`src/include/rv_decode_defines.svh`:
```
`ifndef RV_DECODE_DEFINES_SVH
`define RV_DECODE_DEFINES_SVH

// lane count and downstream credits
`define RV_N_LANES     4   // decode lanes, also the upstream credit count
`define RV_OUT_CREDITS 4   // downstream credits held after reset

// major opcodes, instr[6:2]
`define OP_LOAD    5'b00000
`define OP_MISCMEM 5'b00011
`define OP_OPIMM   5'b00100
`define OP_AUIPC   5'b00101
`define OP_STORE   5'b01000
`define OP_OP      5'b01100
`define OP_LUI     5'b01101
`define OP_BRANCH  5'b11000
`define OP_JALR    5'b11001
`define OP_JAL     5'b11011
`define OP_SYSTEM  5'b11100

// funct3 for OP and OP-IMM
`define FUNC_ADD_SUB 3'b000
`define FUNC_SLL     3'b001
`define FUNC_SLT     3'b010
`define FUNC_SLTU    3'b011
`define FUNC_XOR     3'b100
`define FUNC_SRL_SRA 3'b101
`define FUNC_OR      3'b110
`define FUNC_AND     3'b111

// funct3 for conditional branches
`define FUNC_BEQ  3'b000
`define FUNC_BNE  3'b001
`define FUNC_BLT  3'b100
`define FUNC_BGE  3'b101
`define FUNC_BLTU 3'b110
`define FUNC_BGEU 3'b111

// funct7 values that change the alu op
`define FUNC7_MUL_DIV 7'b0000001   // M extension
`define FUNC7_ALT     7'b0100000   // sub, sra

`endif

```
`src/logic/rv_decode_pkg.sv`:
```
`default_nettype none

`include "rv_decode_defines.svh"

package rv_decode_pkg;

   // plain vector types
   typedef logic [31:0] instr_t;
   typedef logic [4:0]  reg_idx_t;
   typedef logic [31:0] imm_t;
   typedef logic [5:0]  branch_mask_t;   // beq, bne, blt, bge, bltu, bgeu from bit 0
   typedef logic [2:0]  funct3_t;

   // lane index, at least one bit even for a single lane
   localparam int LANE_PTR_W = (`RV_N_LANES > 1) ? $clog2(`RV_N_LANES) : 1;
   typedef logic [LANE_PTR_W-1:0] lane_ptr_t;

   // one spare bit over what the credit count needs
   localparam int CREDIT_W = $clog2(`RV_OUT_CREDITS + 1) + 1;
   typedef logic [CREDIT_W-1:0] credit_t;

   typedef enum logic [4:0] {
      ALU_ADD, ALU_SUB, ALU_SLL, ALU_SLT, ALU_SLTU, ALU_XOR,
      ALU_SRL, ALU_SRA, ALU_OR, ALU_AND,
      ALU_MUL, ALU_MULH, ALU_MULHSU, ALU_MULHU,
      ALU_DIV, ALU_DIVU, ALU_REM, ALU_REMU
   } alu_op_e;

   typedef enum logic {SRC1_REGVAL1, SRC1_PC} alu_src1_e;
   typedef enum logic [1:0] {SRC2_REGVAL2, SRC2_IMM} alu_src2_e;

   typedef enum logic [2:0] {
      STAGE_FETCH, STAGE_LOAD, STAGE_STORE, STAGE_BRANCH, STAGE_SYSTEM, STAGE_TRAP
   } next_stage_e;

   typedef enum logic [1:0] {REG_IN_ALU, REG_IN_IMM} reg_input_e;

   // everything one lane hands to the collector
   typedef struct packed {
      reg_idx_t     rs1;
      reg_idx_t     rs2;
      reg_idx_t     rd;
      imm_t         imm;
      branch_mask_t branch_mask;
      alu_op_e      alu_op;
      alu_src1_e    alu_src1;
      alu_src2_e    alu_src2;
      next_stage_e  next_stage;
      logic         wb_from_alu;
      logic         wb_from_imm;
      logic         pc_from_alu;
      reg_input_e   reg_input_sel;
      funct3_t      funct3;
      logic         write_reg;
   } decoded_t;

   // round robin step, wraps after the last lane
   function automatic lane_ptr_t next_ptr(input lane_ptr_t ptr);
      if (ptr == lane_ptr_t'(`RV_N_LANES - 1))
         return '0;
      return ptr + lane_ptr_t'(1);
   endfunction

endpackage

`default_nettype wire

```
`src/logic/lane_if.sv`:
```
`default_nettype none

// dispatcher -> lane -> collector, one per lane
interface lane_if;

   logic                      wr;      // one cycle write strobe
   rv_decode_pkg::instr_t     instr;   // raw word, valid with wr
   logic                      full;    // lane holds a result
   rv_decode_pkg::decoded_t   result;  // held while full
   logic                      pop;     // collector took the result

   modport dispatch (
      output wr,
      output instr
   );

   modport lane (
      input  wr,
      input  instr,
      input  pop,
      output full,
      output result
   );

   modport collect (
      input  full,
      input  result,
      output pop
   );

endinterface

`default_nettype wire

```
`src/logic/instr_dispatch.sv`:
```
`default_nettype none

`include "rv_decode_defines.svh"

// spreads accepted words over the lanes in turn
module instr_dispatch (
   input  wire logic                  i_clk,
   input  wire logic                  i_reset,
   input  wire logic                  i_valid,
   input  wire rv_decode_pkg::instr_t i_instr,
   lane_if.dispatch                   lanes [`RV_N_LANES]
);

   rv_decode_pkg::lane_ptr_t wr_ptr;   // next lane to fill

   // pointer moves on every accepted word
   always_ff @(posedge i_clk) begin
      if (i_reset) begin
         wr_ptr <= '0;
      end else if (i_valid) begin
         wr_ptr <= rv_decode_pkg::next_ptr(wr_ptr);
      end
   end

   // lane selection has to be static per instance, hence the loop
   for (genvar g = 0; g < `RV_N_LANES; g++) begin : g_wr
      assign lanes[g].wr    = i_valid && (wr_ptr == rv_decode_pkg::lane_ptr_t'(g));
      assign lanes[g].instr = i_instr;   // all lanes see the word, only one writes
   end

   // no full check here
   // upstream credits keep the target lane empty

endmodule

`default_nettype wire

```
`src/logic/imm_extract.sv`:
```
`default_nettype none

`include "rv_decode_defines.svh"

// immediate by format, selected from the major opcode
module imm_extract (
   input  wire rv_decode_pkg::instr_t i_instr,
   output      rv_decode_pkg::imm_t   o_imm
);

   logic [4:0] opcode;
   logic       sgn;   // sign bit, always instr[31]

   assign opcode = i_instr[6:2];
   assign sgn    = i_instr[31];

   always_comb begin
      case (opcode)
         `OP_STORE: begin   // S
            o_imm = {{20{sgn}}, i_instr[31:25], i_instr[11:7]};
         end
         `OP_BRANCH: begin   // B, halfword aligned
            o_imm = {{19{sgn}}, sgn, i_instr[7], i_instr[30:25], i_instr[11:8], 1'b0};
         end
         `OP_LUI, `OP_AUIPC: begin
            o_imm = {i_instr[31:12], 12'h000};   // U, upper 20 bits
         end
         `OP_JAL: begin   // J
            o_imm = {{11{sgn}}, sgn, i_instr[19:12], i_instr[20],
                     i_instr[30:21], 1'b0};
         end
         default: begin
            // I format
            // meaningless for R type but harmless
            o_imm = {{20{sgn}}, i_instr[31:20]};
         end
      endcase
   end

endmodule

`default_nettype wire

```
`src/logic/decode_lane.sv`:
```
`default_nettype none

`include "rv_decode_defines.svh"

// decodes one word and holds the result until the collector pops it
module decode_lane (
   input wire logic i_clk,
   input wire logic i_reset,
   lane_if.lane     lane
);

   rv_decode_pkg::imm_t     imm;
   rv_decode_pkg::decoded_t dec;        // comb decode of lane.instr
   rv_decode_pkg::decoded_t result_q;   // held result
   logic                    full_q;
   logic [4:0]              opcode;
   logic [6:0]              funct7;
   logic                    is_32b;     // low bits 11, everything else traps

   assign opcode = lane.instr[6:2];
   assign funct7 = lane.instr[31:25];
   assign is_32b = (lane.instr[1:0] == 2'b11);

   imm_extract u_imm (
      .i_instr (lane.instr),
      .o_imm   (imm)
   );

   always_comb begin
      // defaults, also the trap case
      dec               = '0;
      dec.rs1           = lane.instr[19:15];
      dec.rs2           = lane.instr[24:20];
      dec.rd            = lane.instr[11:7];
      dec.imm           = imm;
      dec.funct3        = lane.instr[14:12];
      dec.alu_op        = rv_decode_pkg::ALU_ADD;
      dec.alu_src1      = rv_decode_pkg::SRC1_REGVAL1;
      dec.alu_src2      = rv_decode_pkg::SRC2_REGVAL2;
      dec.reg_input_sel = rv_decode_pkg::REG_IN_ALU;
      dec.next_stage    = rv_decode_pkg::STAGE_TRAP;

      if (is_32b) begin
         case (opcode)
            `OP_OP, `OP_OPIMM: begin
               if (opcode == `OP_OPIMM)
                  dec.alu_src2 = rv_decode_pkg::SRC2_IMM;
               if (opcode == `OP_OP && funct7 == `FUNC7_MUL_DIV) begin
                  case (dec.funct3)   // M extension
                     `FUNC_ADD_SUB: dec.alu_op = rv_decode_pkg::ALU_MUL;
                     `FUNC_SLL:     dec.alu_op = rv_decode_pkg::ALU_MULH;
                     `FUNC_SLT:     dec.alu_op = rv_decode_pkg::ALU_MULHSU;
                     `FUNC_SLTU:    dec.alu_op = rv_decode_pkg::ALU_MULHU;
                     `FUNC_XOR:     dec.alu_op = rv_decode_pkg::ALU_DIV;
                     `FUNC_SRL_SRA: dec.alu_op = rv_decode_pkg::ALU_DIVU;
                     `FUNC_OR:      dec.alu_op = rv_decode_pkg::ALU_REM;
                     default:       dec.alu_op = rv_decode_pkg::ALU_REMU;
                  endcase
               end else begin
                  case (dec.funct3)
                     `FUNC_ADD_SUB: begin   // no subi, funct7 is imm there
                        if (opcode == `OP_OP && funct7 == `FUNC7_ALT)
                           dec.alu_op = rv_decode_pkg::ALU_SUB;
                        else
                           dec.alu_op = rv_decode_pkg::ALU_ADD;
                     end
                     `FUNC_SLL:  dec.alu_op = rv_decode_pkg::ALU_SLL;
                     `FUNC_SLT:  dec.alu_op = rv_decode_pkg::ALU_SLT;
                     `FUNC_SLTU: dec.alu_op = rv_decode_pkg::ALU_SLTU;
                     `FUNC_XOR:  dec.alu_op = rv_decode_pkg::ALU_XOR;
                     `FUNC_SRL_SRA: begin   // srai too
                        if (funct7 == `FUNC7_ALT)
                           dec.alu_op = rv_decode_pkg::ALU_SRA;
                        else
                           dec.alu_op = rv_decode_pkg::ALU_SRL;
                     end
                     `FUNC_OR:   dec.alu_op = rv_decode_pkg::ALU_OR;
                     default:    dec.alu_op = rv_decode_pkg::ALU_AND;
                  endcase
               end
               dec.wb_from_alu = 1'b1;   // writeback happens in fetch
               dec.next_stage  = rv_decode_pkg::STAGE_FETCH;
            end
            `OP_LOAD, `OP_STORE: begin   // address = rs1 + imm
               dec.alu_src2   = rv_decode_pkg::SRC2_IMM;
               dec.next_stage = (opcode == `OP_LOAD) ? rv_decode_pkg::STAGE_LOAD
                                                     : rv_decode_pkg::STAGE_STORE;
            end
            `OP_JAL, `OP_JALR: begin
               dec.write_reg   = 1'b1;   // link register
               dec.alu_src1    = (opcode == `OP_JAL) ? rv_decode_pkg::SRC1_PC
                                                     : rv_decode_pkg::SRC1_REGVAL1;
               dec.alu_src2    = rv_decode_pkg::SRC2_IMM;
               dec.pc_from_alu = 1'b1;   // target from alu
               dec.next_stage  = rv_decode_pkg::STAGE_FETCH;
            end
            `OP_BRANCH: begin   // compare on alu, mask picks the condition
               dec.next_stage = rv_decode_pkg::STAGE_BRANCH;
               case (dec.funct3)
                  `FUNC_BEQ:  dec.branch_mask[0] = 1'b1;
                  `FUNC_BNE:  dec.branch_mask[1] = 1'b1;
                  `FUNC_BLT:  dec.branch_mask[2] = 1'b1;
                  `FUNC_BGE:  dec.branch_mask[3] = 1'b1;
                  `FUNC_BLTU: dec.branch_mask[4] = 1'b1;
                  `FUNC_BGEU: dec.branch_mask[5] = 1'b1;
                  default:    dec.branch_mask    = '0;   // 010, 011 reserved
               endcase
            end
            `OP_AUIPC: begin   // pc + imm
               dec.alu_src1    = rv_decode_pkg::SRC1_PC;
               dec.alu_src2    = rv_decode_pkg::SRC2_IMM;
               dec.wb_from_alu = 1'b1;
               dec.next_stage  = rv_decode_pkg::STAGE_FETCH;
            end
            `OP_LUI: begin
               dec.wb_from_imm   = 1'b1;
               dec.reg_input_sel = rv_decode_pkg::REG_IN_IMM;
               dec.next_stage    = rv_decode_pkg::STAGE_FETCH;
            end
            `OP_MISCMEM: dec.next_stage = rv_decode_pkg::STAGE_FETCH;   // fence as nop
            `OP_SYSTEM:  dec.next_stage = rv_decode_pkg::STAGE_SYSTEM;
            default:     dec.next_stage = rv_decode_pkg::STAGE_TRAP;
         endcase
      end
   end

   // full flag, wr and pop never hit the same lane together
   always_ff @(posedge i_clk) begin
      if (i_reset) begin
         full_q <= 1'b0;
      end else if (lane.wr) begin
         full_q <= 1'b1;
      end else if (lane.pop) begin
         full_q <= 1'b0;
      end
   end

   always_ff @(posedge i_clk) begin
      if (lane.wr)
         result_q <= dec;
   end

   assign lane.full   = full_q;
   assign lane.result = result_q;

endmodule

`default_nettype wire

```
`src/logic/decode_collect.sv`:
```
`default_nettype none

`include "rv_decode_defines.svh"

// drains lanes in dispatch order while downstream credit lasts
module decode_collect (
   input  wire logic              i_clk,
   input  wire logic              i_reset,
   input  wire logic              i_credit,
   lane_if.collect                lanes [`RV_N_LANES],
   output logic                   o_valid,
   output logic                   o_credit,
   output rv_decode_pkg::decoded_t o_result
);

   rv_decode_pkg::lane_ptr_t rd_ptr;     // oldest lane
   rv_decode_pkg::credit_t   credit_q;   // downstream credits left
   logic [`RV_N_LANES-1:0]   lane_full;
   rv_decode_pkg::decoded_t  lane_result [`RV_N_LANES];
   logic                     do_pop;

   // flatten the interface array so rd_ptr can index it
   for (genvar g = 0; g < `RV_N_LANES; g++) begin : g_rd
      assign lane_full[g]   = lanes[g].full;
      assign lane_result[g] = lanes[g].result;
      assign lanes[g].pop   = do_pop && (rd_ptr == rv_decode_pkg::lane_ptr_t'(g));
   end

   assign do_pop = lane_full[rd_ptr] && (credit_q != '0);

   always_ff @(posedge i_clk) begin
      if (i_reset) begin
         rd_ptr   <= '0;
         credit_q <= rv_decode_pkg::credit_t'(`RV_OUT_CREDITS);
         o_valid  <= 1'b0;
         o_credit <= 1'b0;
      end else begin
         if (do_pop)
            rd_ptr <= rv_decode_pkg::next_ptr(rd_ptr);
         // spend and return may land on the same edge
         credit_q <= credit_q - rv_decode_pkg::credit_t'(do_pop)
                              + rv_decode_pkg::credit_t'(i_credit);
         o_valid  <= do_pop;
         o_credit <= do_pop;   // freed lane goes back upstream
      end
   end

   // payload only, qualified by o_valid
   always_ff @(posedge i_clk) begin
      if (do_pop)
         o_result <= lane_result[rd_ptr];
   end

endmodule

`default_nettype wire

```
`src/logic/rv_decode_top.sv`:
```
`default_nettype none

`include "rv_decode_defines.svh"

// multi lane decode stage, credit flow on both sides
module rv_decode_top (
   input  wire logic                          i_clk,
   input  wire logic                          i_reset,
   input  wire logic                          i_valid,
   input  wire rv_decode_pkg::instr_t         i_instr,
   input  wire logic                          i_credit,
   output logic                               o_valid,
   output logic                               o_credit,
   output rv_decode_pkg::reg_idx_t            o_rs1,
   output rv_decode_pkg::reg_idx_t            o_rs2,
   output rv_decode_pkg::reg_idx_t            o_rd,
   output rv_decode_pkg::imm_t                o_imm,
   output rv_decode_pkg::branch_mask_t        o_branch_mask,
   output rv_decode_pkg::alu_op_e             o_alu_op,
   output rv_decode_pkg::alu_src1_e           o_alu_src1,
   output rv_decode_pkg::alu_src2_e           o_alu_src2,
   output rv_decode_pkg::next_stage_e         o_next_stage,
   output logic                               o_wb_from_alu,
   output logic                               o_wb_from_imm,
   output logic                               o_pc_from_alu,
   output rv_decode_pkg::reg_input_e          o_reg_input_sel,
   output rv_decode_pkg::funct3_t             o_funct3,
   output logic                               o_write_reg
);

   rv_decode_pkg::decoded_t result;

   lane_if lanes [`RV_N_LANES] ();

   instr_dispatch u_dispatch (
      .i_clk   (i_clk),
      .i_reset (i_reset),
      .i_valid (i_valid),
      .i_instr (i_instr),
      .lanes   (lanes)
   );

   for (genvar g = 0; g < `RV_N_LANES; g++) begin : g_lane
      decode_lane u_lane (
         .i_clk   (i_clk),
         .i_reset (i_reset),
         .lane    (lanes[g])
      );
   end

   decode_collect u_collect (
      .i_clk    (i_clk),
      .i_reset  (i_reset),
      .i_credit (i_credit),
      .lanes    (lanes),
      .o_valid  (o_valid),
      .o_credit (o_credit),
      .o_result (result)
   );

   // struct back onto plain ports
   assign o_rs1           = result.rs1;
   assign o_rs2           = result.rs2;
   assign o_rd            = result.rd;
   assign o_imm           = result.imm;
   assign o_branch_mask   = result.branch_mask;
   assign o_alu_op        = result.alu_op;
   assign o_alu_src1      = result.alu_src1;
   assign o_alu_src2      = result.alu_src2;
   assign o_next_stage    = result.next_stage;
   assign o_wb_from_alu   = result.wb_from_alu;
   assign o_wb_from_imm   = result.wb_from_imm;
   assign o_pc_from_alu   = result.pc_from_alu;
   assign o_reg_input_sel = result.reg_input_sel;
   assign o_funct3        = result.funct3;
   assign o_write_reg     = result.write_reg;

endmodule

`default_nettype wire

```
`config.mk`:
```
export PLATFORM = sky130hd
export DESIGN_NAME = rv_decode_top
export DESIGN_NICKNAME = d
export VERILOG_FILES = /design/src/logic/rv_decode_pkg.sv /design/src/logic/lane_if.sv /design/src/logic/instr_dispatch.sv /design/src/logic/imm_extract.sv /design/src/logic/decode_lane.sv /design/src/logic/decode_collect.sv /design/src/logic/rv_decode_top.sv
export VERILOG_INCLUDE_DIRS = /design/src /design/src/include
export SDC_FILE = /design/constraint.sdc
export NUM_CORES = 1
export LEC_CHECK = 0
export ABC_AREA = 1
export ABC_CLOCK_PERIOD_IN_PS = 6300
export BUFFER_PORTS_ARGS = -buffer_cell sky130_fd_sc_hd__buf_4
export CORE_AREA = 10 10 194 196
export DETAILED_ROUTE_END_ITERATION = 12
export DIE_AREA = 0 0 204 206
export GPL_ROUTABILITY_DRIVEN = 0
export PLACE_DENSITY_LB_ADDON = 0.12
export SETUP_SLACK_MARGIN = 0.1
export SKIP_LAST_GASP = 1
export SLEW_MARGIN = 30
export SYNTH_ARGS = -nofsm -noshare
export SYNTH_HDL_FRONTEND = slang
export SYNTH_HIERARCHICAL = 1
export SYNTH_SLANG_ARGS = --single-unit
```
`constraint.sdc`:
```
create_clock -name i_clk -period 6.3 [get_ports i_clk]
set_clock_uncertainty 0.05 [all_clocks]
set_input_delay 1.575 -clock i_clk [delete_from_list [all_inputs] [get_ports i_clk]]
set_output_delay 1.575 -clock i_clk [all_outputs]
set_load 0.03 [all_outputs]
```
==> metrics <==
total CTS buffers 39; Post-DP HPWL 27100 µm; Slew Viols, Final 0; post-cts sizing count 0; antenna violations before repair 0; unique cell type count in the Yosys netlist 30; DRC Markers 0; die area 0.0420 mm²; Area Growth Syn to Fin 6.90%; Die Ht 206 µm; Final Power 0.00818 W; Antenna Cells 0; Critical Path RT 6.66 ns; Critical Path Sink Type flop; vias in the first global route 11800; grt met3 use 0.0290; IO buf count 110; clk sinks 362; commonest non-fill, non-tap cell in the layout edfxtp_1; largest net degree at the start of global routing 98; final core occ 0.575; actual slew at the worst max-slew pin 0.959 ns; WS Path Type reg2reg; setup bufs post-CTS 0; leakage power figure 7.80 nW; met1 Usage GRT 0.282; met2 Track Usage GR 0.338; CTS tree done; Top Ports 111; worst path cell trace inv_6 -> nand2_1 -> nand3_1 -> nand2_2 -> nand2_4 -> clkinv_2 -> ha_1 -> inv_1 -> ha_1 -> inv_1 -> fa_1 -> a21oi_1 -> o21ai_0; Min Clock Period, post-route 3.69 ns; number of H-tree levels 2; worst vdd ir 0.000253 V; Register Area 0.0107 mm²; Longest Clk Path Bufs 3; Area contributors post-synth edfxtp_1 57%, buf_4 6.7%, nand2_1 5.8%, nor2_1 5.7%, nand3_1 3.5%; core box area 0.0339 mm²; nets 1859; final WL 43700 µm; GRT Total Usage 0.205; Pre-antenna DRT Iters 6; Slew HR 0.361; area leader, netlist edfxtp_1; setup tns final 0 ns; CTS root buffer clkbuf_16; vias per inst 5.55; Clk Latency, worst-skew pair 0.53 ns; # fillers 2933; via count 12700; Worst Setup Start Kind flop; final period utilization 0.586; Clock transition at path regs 0.06 ns; Starting Density 0.538; final setup violation count 0; CP Max Fanout 97; synthesized flop and latch total 362; hold crit path type reg2reg; synthesized instance count 1859; Synth top area share 0.574; Fmax 271 MHz; mean routed wirelength per cell 19.1 µm; Hold Buf Count CTS 0; RSZ-0062 raised after global routing false; worst stage delay on the critical path 0.61 ns; hold violation count in the final report 0; synthesized cell area 0.0183 mm²; Avg Inst Size Synth 9.83 µm²; warnings from Yosys 6; layout cells sized above 1 0.130; pwr/cell area 419 mW/mm²; DRT iter0 DRCs 1165; placed cell area 0.0182 mm²; register area share after synthesis 0.588; grt peak-use layer met2; Worst EP arrival 4.05 ns; total global routing overflow 0; post-route cell area 0.0195 mm²; slowest cell on the critical path inv_6; outcome completed; Max Cap Violations 0; Die Width 204 µm; hold_ws 0.446 ns; # rows 68; r2r setup slk 2.61 ns; commonest cells after routing, fill and taps aside 349 x edfxtp_1, 284 x nand2_1, 277 x nor2_1; global-route wire length before repair 67800 µm; ANT nets after route 0; area taken by multi-input logic gates 0.00539 mm²
-- final cells by class --
cell class / count / share of cell area
clock buffers: 45 / 0.0511
clock inverters: 23 / 0.0145
inverters: 172 / 0.0336
multi-input cells: 1115 / 0.276
flip-flops and latches: 362 / 0.550
well taps: 455 / 0.0291
repair buffers: 119 / 0.0457
-- flip-flops by register name (all words and copies together), names as in the netlist --
signal / flops
g_lane.u_lane/lane.result: 276
u_collect/o_credit: 1
u_dispatch/wr_ptr: 2
g_lane.u_lane/lane.full: 4
u_collect/rd_ptr: 2
u_collect/credit_q: 4
u_collect/o_result: 73
-- metal layers --
| layer | share of wire | vias to the layer above | wire (µm) |
|---|---|---|---|
| met1 | 0.43 | 6080 | 19000 |
| li1 | - | 6102 | - |
| met3 | 0.066 | 56 | 2900 |
| met5 | 0 | - | 0 |
| met2 | 0.48 | 476 | 21000 |
| met4 | 0.017 | 0 | 758 |
-- final timing paths --
check | cells past startpoint | to | start
max | 13 | u_collect/credit_q[2]$_SDFF_PP1_ | u_collect/rd_ptr[0]$_SDFFE_PP0P_
min | 2 | g_lane[0].u_lane/lane.full$_SDFFE_PP0P_ | g_lane[0].u_lane/lane.full$_SDFFE_PP0P_
max reg2reg | 13 | u_collect/credit_q[2]$_SDFF_PP1_ | u_collect/rd_ptr[0]$_SDFFE_PP0P_
min reg2reg | 2 | g_lane[0].u_lane/lane.full$_SDFFE_PP0P_ | g_lane[0].u_lane/lane.full$_SDFFE_PP0P_
-- stage by stage --
step | std cells | worst slack [ns]
after detailed placement | 2223 | 2.40
after CTS | 2291 | 2.38
after global placement | 2223 | 2.51
after floorplan | 1863 | 2.69
final | 2291 | 2.61
after global routing | 2291 | 2.28
-- report_power, final --
part | internal, W | switching [W] | total, W | leakage, nW
clock | 0.00142 | 0.000896 | 0.00231 | 0.623
sequential | 0.00317 | 0.000198 | 0.00337 | 3.44
combinational | 0.000729 | 0.00177 | 0.00250 | 3.74
total | 0.00531 | 0.00286 | 0.00818 | 7.80
-- worst max-delay path, delay by kind of cell (launching register included) --
kind            cells  cell delay (ns)
compound gates      2             0.24
flops               1             0.55
fa+ha+maj           3             1.04
buf+inv             4             1.22
simple gates        4             0.41
-- synthesized netlist by cell type, drive strengths merged --
cell type	number
a21oi	47
nand3	133
or2	4
edfxtp	349
o21ai	185
clkbuf	27
o22ai	73
conb	4
nand4	32
buf	187
inv	172
nor2	297
fa	1
nand2	306
dfxtp	13
nor3	16
ha	13
-- logic make-up after synthesis --
kind of cell,Yosys count,share of synthesized area
simple gates,788,0.195
buf+inv,386,0.118
flops,362,0.588
compound gates,305,0.0887
fa+ha+maj,14,0.0100
other cells,4,0.000821
(Power assumes the default switching activity.)
